### config.mk
export PLATFORM = sky130hd
export DESIGN_NAME = ros2_share_top
export DESIGN_NICKNAME = d
export VERILOG_FILES = /design/src/design/share_pkg.sv /design/src/design/app_data_arbiter.sv /design/src/design/buf_owner_toggle.sv /design/src/design/byte_queue.sv /design/src/design/ros2_share_top.sv
export VERILOG_INCLUDE_DIRS = /design/src /design/src/design
export SDC_FILE = /design/constraint.sdc
export NUM_CORES = 1
export LEC_CHECK = 0
export ABC_CLOCK_PERIOD_IN_PS = 3400
export BUFFER_PORTS_ARGS = -buffer_cell sky130_fd_sc_hd__buf_2
export CORE_MARGIN = 4
export CORE_UTILIZATION = 51
export DETAILED_ROUTE_END_ITERATION = 8
export HOLD_SLACK_MARGIN = 0.05
export PLACE_DENSITY_LB_ADDON = 0.05
export SLEW_MARGIN = 20
export SYNTH_ARGS = -nofsm -noshare
export SYNTH_HDL_FRONTEND = slang
export SYNTH_SLANG_ARGS = --single-unit
### constraint.sdc
create_clock -name clk -period 3.4 [get_ports clk]
set_input_delay 0.68 -clock clk [delete_from_list [all_inputs] [get_ports clk]]
set_output_delay 0.68 -clock clk [all_outputs]
set_load 0.005 [all_outputs]
### src/design/share_config.svh
`ifndef SHARE_CONFIG_SVH
`define SHARE_CONFIG_SVH

// Width of one data word in either byte queue
`define SHARE_BYTE_W 8

// Queue depths in entries, each kept a power of two
`define SHARE_TX_QUEUE_DEPTH 16
`define SHARE_RX_QUEUE_DEPTH 16

`endif

### src/design/share_pkg.sv
`default_nettype none

`include "share_config.svh"

package share_pkg;

  typedef enum logic [1:0] {
    APP_OWNER_NONE = 2'b00,
    APP_OWNER_IP   = 2'b01,
    APP_OWNER_CPU  = 2'b10
  } app_owner_e;

  typedef enum logic {
    BUF_OWNER_IP  = 1'b0,
    BUF_OWNER_CPU = 1'b1
  } buf_owner_e;

  typedef struct packed {
    logic req;  // Held until the grant is seen
    logic rel;  // One-cycle pulse while holding the grant
  } share_ctl_t;

  typedef struct packed {
    logic ip;
    logic cpu;
  } grant_pair_t;

  typedef struct packed {
    logic                     valid;
    logic [`SHARE_BYTE_W-1:0] data;
  } byte_wr_t;

endpackage

`default_nettype wire

### src/design/app_data_arbiter.sv
`default_nettype none
`timescale 1ns/1ns

module app_data_arbiter (
  input  wire                         clk,
  input  wire                         rst_n,
  input  wire                         i_enable,
  input  wire share_pkg::share_ctl_t  i_ip,
  input  wire share_pkg::share_ctl_t  i_cpu,
  output share_pkg::grant_pair_t      o_grant
);

  share_pkg::app_owner_e owner_q;

  always_ff @(posedge clk or negedge rst_n) begin
    if (!rst_n) begin
      owner_q <= share_pkg::APP_OWNER_NONE;
    end else begin
      case (owner_q)
        share_pkg::APP_OWNER_NONE: begin
          if (i_ip.req) begin
            owner_q <= share_pkg::APP_OWNER_IP;  // IP side wins a tie
          end else if (i_cpu.req) begin
            owner_q <= share_pkg::APP_OWNER_CPU;
          end
        end
        share_pkg::APP_OWNER_IP: begin
          if (i_ip.rel) begin
            owner_q <= share_pkg::APP_OWNER_NONE;  // CPU release ignored here
          end
        end
        share_pkg::APP_OWNER_CPU: begin
          if (i_cpu.rel) begin
            owner_q <= share_pkg::APP_OWNER_NONE;
          end
        end
        default: begin
          owner_q <= share_pkg::APP_OWNER_NONE;
        end
      endcase
    end
  end

  // State keeps moving with the enable low, only the view is masked
  always_comb begin
    o_grant.ip  = i_enable & (owner_q == share_pkg::APP_OWNER_IP);
    o_grant.cpu = i_enable & (owner_q == share_pkg::APP_OWNER_CPU);
  end

endmodule

`default_nettype wire

### src/design/buf_owner_toggle.sv
`default_nettype none
`timescale 1ns/1ns

module buf_owner_toggle #(
  parameter share_pkg::buf_owner_e RESET_OWNER = share_pkg::BUF_OWNER_IP
) (
  input  wire                     clk,
  input  wire                     rst_n,
  input  wire                     i_enable,
  input  wire                     i_ip_rel,
  input  wire                     i_cpu_rel,
  output share_pkg::grant_pair_t  o_grant
);

  share_pkg::buf_owner_e owner_q;

  always_ff @(posedge clk or negedge rst_n) begin
    if (!rst_n) begin
      owner_q <= RESET_OWNER;
    end else begin
      case (owner_q)
        share_pkg::BUF_OWNER_IP: begin
          if (i_ip_rel) begin
            owner_q <= share_pkg::BUF_OWNER_CPU;
          end
        end
        share_pkg::BUF_OWNER_CPU: begin
          if (i_cpu_rel) begin
            owner_q <= share_pkg::BUF_OWNER_IP;
          end
        end
        default: begin
          owner_q <= RESET_OWNER;
        end
      endcase
    end
  end

  always_comb begin
    o_grant.ip  = i_enable & (owner_q == share_pkg::BUF_OWNER_IP);
    o_grant.cpu = i_enable & (owner_q == share_pkg::BUF_OWNER_CPU);
  end

endmodule

`default_nettype wire

### src/design/byte_queue.sv
`default_nettype none
`timescale 1ns/1ns

`include "share_config.svh"

module byte_queue #(
  parameter int DEPTH = 16
) (
  input  wire                       clk,
  input  wire                       rst_n,
  input  wire share_pkg::byte_wr_t  i_wr,
  input  wire                       i_rd,
  output logic [`SHARE_BYTE_W-1:0]  o_data,
  output logic                      o_empty,
  output logic                      o_full
);

  localparam int AW = $clog2(DEPTH);

  logic [`SHARE_BYTE_W-1:0] mem [DEPTH];
  logic [AW-1:0]            wr_ptr;
  logic [AW-1:0]            rd_ptr;
  logic [AW:0]              count;
  logic                     wr_go;
  logic                     rd_go;

  assign o_empty = (count == '0);
  assign o_full  = (count == (AW+1)'(DEPTH));

  assign wr_go = i_wr.valid & ~o_full;  // Dropped when full
  assign rd_go = i_rd & ~o_empty;       // No effect when empty

  // Head entry shows without a read cycle
  assign o_data = mem[rd_ptr];

  always_ff @(posedge clk) begin
    if (wr_go) begin
      mem[wr_ptr] <= i_wr.data;
    end
  end

  // ************************************************************
  // Pointers and occupancy
  // ************************************************************
  always_ff @(posedge clk or negedge rst_n) begin
    if (!rst_n) begin
      wr_ptr <= '0;
      rd_ptr <= '0;
      count  <= '0;
    end else begin
      if (wr_go) begin
        wr_ptr <= wr_ptr + 1'b1;  // Wraps since depth is a power of two
      end
      if (rd_go) begin
        rd_ptr <= rd_ptr + 1'b1;
      end
      case ({wr_go, rd_go})
        2'b10: begin
          count <= count + 1'b1;
        end
        2'b01: begin
          count <= count - 1'b1;
        end
        default: begin
          count <= count;  // Both or neither leave the count alone
        end
      endcase
    end
  end

endmodule

`default_nettype wire

### src/design/ros2_share_top.sv
`default_nettype none
`timescale 1ns/1ns

`include "share_config.svh"

module ros2_share_top (
  input  wire                         clk,
  input  wire                         rst_n,
  input  wire                         i_ether_en,

  input  wire share_pkg::share_ctl_t  i_app_ip,
  input  wire share_pkg::share_ctl_t  i_app_cpu,
  input  wire share_pkg::share_ctl_t  i_rxbuf_ip,
  input  wire share_pkg::share_ctl_t  i_rxbuf_cpu,
  input  wire share_pkg::share_ctl_t  i_txbuf_ip,
  input  wire share_pkg::share_ctl_t  i_txbuf_cpu,

  output share_pkg::grant_pair_t      o_app_grant,
  output share_pkg::grant_pair_t      o_rxbuf_grant,
  output share_pkg::grant_pair_t      o_txbuf_grant,

  input  wire share_pkg::byte_wr_t    i_tx_wr,
  input  wire                         i_tx_rd,
  output logic [`SHARE_BYTE_W-1:0]    o_tx_data,
  output logic                        o_tx_empty,
  output logic                        o_tx_full,

  input  wire share_pkg::byte_wr_t    i_rx_wr,
  input  wire                         i_rx_rd,
  output logic [`SHARE_BYTE_W-1:0]    o_rx_data,
  output logic                        o_rx_empty,
  output logic                        o_rx_full
);

  // ************************************************************
  // Shared resource owners
  // ************************************************************
  app_data_arbiter app_arbiter (
    .clk      (clk),
    .rst_n    (rst_n),
    .i_enable (i_ether_en),
    .i_ip     (i_app_ip),
    .i_cpu    (i_app_cpu),
    .o_grant  (o_app_grant)
  );

  buf_owner_toggle #(
    .RESET_OWNER (share_pkg::BUF_OWNER_IP)  // IP side fills the RX buffer first
  ) rxbuf_owner (
    .clk       (clk),
    .rst_n     (rst_n),
    .i_enable  (i_ether_en),
    .i_ip_rel  (i_rxbuf_ip.rel),
    .i_cpu_rel (i_rxbuf_cpu.rel),
    .o_grant   (o_rxbuf_grant)
  );

  buf_owner_toggle #(
    .RESET_OWNER (share_pkg::BUF_OWNER_CPU)  // CPU fills the TX buffer first
  ) txbuf_owner (
    .clk       (clk),
    .rst_n     (rst_n),
    .i_enable  (i_ether_en),
    .i_ip_rel  (i_txbuf_ip.rel),
    .i_cpu_rel (i_txbuf_cpu.rel),
    .o_grant   (o_txbuf_grant)
  );

  // ************************************************************
  // Byte queues between IP side and Ethernet side
  // ************************************************************
  byte_queue #(
    .DEPTH (`SHARE_TX_QUEUE_DEPTH)
  ) tx_queue (
    .clk     (clk),
    .rst_n   (rst_n),
    .i_wr    (i_tx_wr),
    .i_rd    (i_tx_rd),
    .o_data  (o_tx_data),
    .o_empty (o_tx_empty),
    .o_full  (o_tx_full)
  );

  byte_queue #(
    .DEPTH (`SHARE_RX_QUEUE_DEPTH)
  ) rx_queue (
    .clk     (clk),
    .rst_n   (rst_n),
    .i_wr    (i_rx_wr),
    .i_rd    (i_rx_rd),
    .o_data  (o_rx_data),
    .o_empty (o_rx_empty),
    .o_full  (o_rx_full)
  );

endmodule

`default_nettype wire

# After elaboration in Yosys (flattened, before gate mapping)
# Memories as Yosys holds them, arrays and structs flattened.
# Cells that the tools add are included.
dict set report op_classes {
  n_eq_ne 11
  n_addsub 8
  reduce_logical 6
  bitwise 16
  muxes 17
}
# op count
set op_table {}
lappend op_table {{one-hot mux 5 bit (2 select lines)} 2}
lappend op_table {{adder 4 x 1 -> 4 bit (second input constant)} 4}
lappend op_table {{adder 5 x 1 -> 5 bit (second input constant)} 2}
lappend op_table {{bitwise AND 1 bit} 10}
lappend op_table {{== test 5 bit (second input constant)} 2}
lappend op_table {{zero test 5 bit} 2}
lappend op_table {{subtractor 5 x 1 -> 5 bit (second input constant)} 2}
lappend op_table {{2-to-1 mux 1 bit} 8}
lappend op_table {{2-to-1 mux 2 bit} 4}
lappend op_table {{== test 2 x 1 -> 1 bit (second input constant)} 3}
lappend op_table {{== test 2 bit (second input constant)} 3}
lappend op_table {{NOT 1 bit} 6}
lappend op_table {{one-hot mux 2 bit (3 select lines)} 1}
lappend op_table {{!= test 2 bit (second input constant)} 2}
lappend op_table {{one-hot mux 1 bit (2 select lines)} 2}
lappend op_table {{nonzero test 2 bit} 2}
lappend op_table {{!= test 3 bit (second input constant)} 1}
lappend op_table {{AND reduction 3 bit} 1}
lappend op_table {{zero test 2 bit} 1}
dict set report totals {
  word_cells 69
  output_inout_bits 26
  ram_bits 256
  n_memories 2
  input_bits 35
  register_bits 30
}
# memory words word_bits read_ports rd_clocked_by_memory_dff wr line
set memory_table {}
lappend memory_table {rx_queue.mem 16 8 1 0 1 byte_queue.sv:20} ;# logic [`SHARE_BYTE_W-1:0] mem [DEPTH];
lappend memory_table {tx_queue.mem 16 8 1 0 1 byte_queue.sv:20}

# Longest topological paths before layout
dict set report logic_depth {
  depth_word 5
  mapped_depth 9
  depth_no_buf 9
}

# Cells and area by module
# Synthesis repeated with hierarchy kept, for this count alone.
dict set report hier_totals {
  hier_cells 684
  hier_area_um2 11755.0
}
# mod cells_per_inst seq_area_each_um2 area_per_inst_um2 n_inst
set by_module_without_submodules {}
lappend by_module_without_submodules {byte_queue 332 4169.0 5779.3 2}
lappend by_module_without_submodules {app_data_arbiter 10 50.0 100.1 1}
lappend by_module_without_submodules {{buf_owner_toggle (txbuf_owner)} 5 26.3 48.8 1}
lappend by_module_without_submodules {{buf_owner_toggle (rxbuf_owner)} 5 25.0 47.5 1}

# Least setup slack after synthesis
# No wires, ideal clock.
dict set report synth_path {
  path_kind {reg2reg}
  from {register rx_queue.count[1]}
  to {register rx_queue.count[4]}
  arrival_ns 2.510
  path_buffers 0
  stages_incl_launch_ff 9
  setup_time_ns 0.080
  synth_period_minus_slack_ns 2.590
  required_ns 3.320
  path_slack_ns 0.810
  cell_sequence {dfrtp_1 > or4_4 > o21a_4 > ha_1 > fa_1 > a21o_1 > a21oi_1 > mux2i_1 > xnor2_1}
}
dict set report synth_between {
  elab_chain_len 5
  word_cells_on_any_way 12
  classes_between {add/sub (2); eq/ne (3); mux (1); bitwise (4); reduce/logical (2)}
}
# item line
set synth_lines {}
lappend synth_lines {{start: declaration} byte_queue.sv:23} ;# logic [AW:0] count;
lappend synth_lines {{start signal: assignment} byte_queue.sv:59} ;# count <= count + 1'b1;
lappend synth_lines {{start signal: assignment} byte_queue.sv:62} ;# count <= count - 1'b1;
lappend synth_lines {{start signal: assignment} byte_queue.sv:65} ;# count <= count;
lappend synth_lines {{zero test 5 bit *} byte_queue.sv:27} ;# assign o_empty = (count == '0);
lappend synth_lines {{NOT 1 bit *} byte_queue.sv:31} ;# assign rd_go = i_rd & ~o_empty;
lappend synth_lines {{bitwise AND 1 bit *} byte_queue.sv:31}
lappend synth_lines {{net rx_queue.rd_go} byte_queue.sv:25} ;# logic rd_go;
lappend synth_lines {{== test 2 x 1 -> 1 bit or == test 2 bit (tied branches)} byte_queue.sv:57} ;# case ({wr_go, rd_go})
lappend synth_lines {{one-hot mux 5 bit (2 select lines) or nonzero test 2 bit (tied branches)} n/a}
# Mark *: on every way through the listed nets, which the timed path passes. The rest lies on a longest branch.
# A chain may end at the register's enable or synchronous reset.

# Worst setup path after layout
dict set report layout_path {
  from {register rx_queue.rd_ptr[2]}
  to {output o_rx_data[4]}
}
dict set report layout_between {
  elab_chain_len 1
}
# item line
set layout_lines {}
lappend layout_lines {{start: declaration} byte_queue.sv:22} ;# logic [AW-1:0] rd_ptr;
lappend layout_lines {{start signal: assignment} byte_queue.sv:55} ;# rd_ptr <= rd_ptr + 1'b1;
lappend layout_lines {{memory read (16 x 8 bit)} n/a}
lappend layout_lines {{end: declaration} ros2_share_top.sv:30} ;# output logic [`SHARE_BYTE_W-1:0] o_rx_data,
# No other way between the ends.

==> impl_metrics.csv <==
group,metric,value,unit
worst_setup_path,crit_fanout,17,
timing,rsz0062_at_grt,"true",
clock_network,clock_latency,0.53,ns
worst_setup_path,crit_path_end_kind,"output pin",
layout,fillerInstances,1737,
pwr,ir_drop,0.000428,V
clock_network,clkSlewWorstSetupHoldPaths,0.06,ns
placement,hpwlAfterDp,15.3,mm
yosys,synth.distinct_cells,39,
global_route,grt_pass1_wl,36.2,mm
timing,post-route-period-util,0.972,
yosys,synth_seq_cells,286,
worst_setup_path,required,2.72,ns
layout,final_common_cell,"edfxtp_1",
floorplanning,initial_core_util,0.518,
route,postRouteWirelength,23.3,mm
timing,finalSetupViolCount,0,
clock_network,cts_root_buf,"clkbuf_16",
worst_setup_path,reg2reg_from,"rx_queue.count[1]",
timing,fin_skew,0.0226,ns
placement,port_buffers,56,
floorplanning,dieArea,25400,sq um
layout,fin_util,0.582,
clock_network,cts_tree,"done",
global_route,overflow,0,
clock_network,cts.htree.levels,1,
timing,worst_pin_slew,0.825,ns
outcome,status,"finished, final reports clean",
layout,final_cell_mix,"256 x edfxtp_1, 68 x mux2i_1, 56 x buf_2, 35 x nand2_1",
floorplanning,die_w,159,microns
yosys,synth_cells,659,
global_route,antenna_found_initial,0,
layout,fin_nets,787,
yosys,ys_seq_area_frac,0.722,
timing,drv_slew,0,
layout,drive_above_1_share,0.215,
worst_setup_path,ff2ff_setup_slack,0.62,ns
route,drt.antenna.violating_nets,0,
worst_setup_path,path_class,"reg2out",
timing,max_freq,303,MHz
clock_network,hold_buffers,0,
placement,dpl-instance-area,12300,sq um
route,drc,0,
worst_setup_path,cp-start-kind,"flop",
timing,finalSetupTns,0,ns
worst_hold_path,hp-class,"in2async",
yosys,syn_nets,714,
yosys,avgSynthCellArea,17.7,sq um
route,drtIter0Drc,495,
layout,num_antenna_cells,0,
clock_network,cts.sinks,286,
timing,final.min_clock_period,3.30,ns
timing,slew_headroom,0.448,
global_route,grt_max_degree,34,
worst_setup_path,timing.rr.end,"rx_queue.count[4]",
floorplanning,pin_count,61,
flow_run,max_cap_violations,0,
worst_setup_path,crit_path_start,"rx_queue.rd_ptr[2]",
yosys,yosysWarningCount,0,
floorplanning,die_y,159,microns
floorplanning,rows,55,
timing,whs,0.220,ns
layout,design_area,13100,sq um
placement,place_congestion,0.829,
route,vias_per_cell,5.76,
route,vias,5979,
worst_setup_path,reg2regPathDepth,8,
floorplanning,coreArea,22600,sq um
clock_network,cts_made_buffers,29,
route,wl_per_cell,22.5,microns
route,drt_pass1_iterations,5,
layout,syn_to_final_growth,12.3,%
worst_setup_path,arrival,2.62,ns
pwr,leakagePower,4.69,nW
yosys,synth_area,11700,sq um
global_route,grt_pass1_vias,6148,
timing,hold_violations,0,
clock_network,cts_max_path_buffers,3,
global_route,grt_use_total,0.184,
pwr,power_density,836,nW/um^2
==> cell type report <==
| type | instances | area, sq um | share of cell area |
|---|---|---|---|
| Multi-Input combinational cell | 329 | 3020 | 0.230 |
| Sequential cell | 286 | 8440 | 0.643 |
| Inverter | 10 | 37.5 | 0.00286 |
| Clock buffer | 41 | 781 | 0.0594 |
| Timing Repair Buffer | 76 | 455 | 0.0347 |
| Tap cell | 285 | 357 | 0.0271 |
| Clock inverter | 11 | 48.8 | 0.00371 |
==> power by group <==
| group | internal (mW) | switching (mW) |
|---|---|---|
| Combinational | 1.55 | 1.94 |
| Sequential | 4.32 | 0.377 |
| Clock | 1.58 | 1.21 |
==> worst max-delay path by stage <==
stage                        endpoint  slack (ns)  cells after the start
CTS                      o_rx_data[4]        0.08                      5
global route             o_rx_data[4]       -0.02                      5
finish                   o_rx_data[4]         0.1                      5
global placement         o_tx_data[5]        0.66                      5
detailed placement  rx_queue.count[4]        0.63                      8
floorplan           rx_queue.count[4]        0.81                      8
==> cells by family after synthesis <==
logic type | Yosys count | share of synthesized area
adder cells (fa/ha/maj) | 20 | 0.0227
flip-flops | 286 | 0.722
XOR/XNOR | 20 | 0.0150
multiplexers | 104 | 0.124
buffers and inverters | 44 | 0.0216
AND/OR/NAND/NOR | 101 | 0.0397
AO/OA/AOI/OAI | 84 | 0.0552
==> sequential cells by signal, summed over array words and instances (netlist names) <==
register,cells
tx_queue.wr_ptr,4
rx_queue.wr_ptr,4
rx_queue.mem,128
rxbuf_owner.owner_q,1
tx_queue.mem,128
txbuf_owner.owner_q,1
tx_queue.count,5
tx_queue.rd_ptr,4
app_arbiter.owner_q,2
rx_queue.rd_ptr,4
rx_queue.count,5
==> stage by stage <==
stage	setup slack, ns	power, mW	std cells
after detailed placement	0.634	8.29	986
after CTS	0.0810	11.1	1038
after global placement	0.659	8.19	986
after global routing	-0.0192	11.6	1038
after floorplan	0.810	7.16	659
final	0.0969	11.0	1038
==> worst max-delay path: stages (launching register included) <==
cell	delay [ns]
dfrtp_1	0.50
and2_1	0.45
a221oi_1	0.70
a22oi_1	0.20
nand2_1	0.12
buf_2	0.11
==> Yosys cell counts, drive strengths merged <==
| cell | n | area share |
|---|---|---|
| a21oi | 5 | 0.0021 |
| nand3 | 2 | 0.00086 |
| mux2 | 4 | 0.0045 |
| nand2 | 35 | 0.011 |
| dfstp | 1 | 0.0022 |
| nor4 | 2 | 0.0011 |
| fa | 2 | 0.0034 |
| nor2 | 32 | 0.010 |
| dfrtp | 29 | 0.062 |
| nand2b | 4 | 0.0021 |
| a22oi | 16 | 0.010 |
| mux2i | 68 | 0.058 |
| a21boi | 2 | 0.0019 |
| o21ai | 22 | 0.0094 |
| nand4 | 2 | 0.0011 |
| mux4 | 32 | 0.062 |
| clkbuf | 9 | 0.0029 |
| xor2 | 4 | 0.0030 |
| o21a | 2 | 0.0026 |
| buf | 25 | 0.016 |
| a221oi | 32 | 0.026 |
| or4 | 2 | 0.0019 |
| and2 | 6 | 0.0032 |
| edfxtp | 256 | 0.66 |
| inv | 10 | 0.0032 |
| a211oi | 1 | 0.00064 |
| and3b | 1 | 0.00075 |
| nor3 | 8 | 0.0034 |
| ha | 18 | 0.019 |
| xnor2 | 16 | 0.012 |
| a21o | 4 | 0.0027 |
| nor2b | 7 | 0.0037 |
==> what timing repair did <==
| action | in CTS | in global routing |
|---|---|---|
| resized for setup | 0 | 3 |
| setup buffers | 0 | 0 |
| hold endpoints to repair | 0 | 0 |
| setup endpoints to repair | 0 | 6 |
==> metal layers <==
| layer | routed length, microns | share of wire | vias up | GRT usage |
|---|---|---|---|---|
| met2 | 10700 | 0.46 | 149 | 0.279 |
| met1 | 10900 | 0.47 | 3047 | 0.286 |
| li1 | - | - | 2750 | - |
| met5 | 0 | 0 | - | 0 |
| met3 | 1250 | 0.053 | 33 | 0.0282 |
| met4 | 421 | 0.018 | 0 | 0.0402 |
No activity file was read; power rests on OpenSTA's default activity.
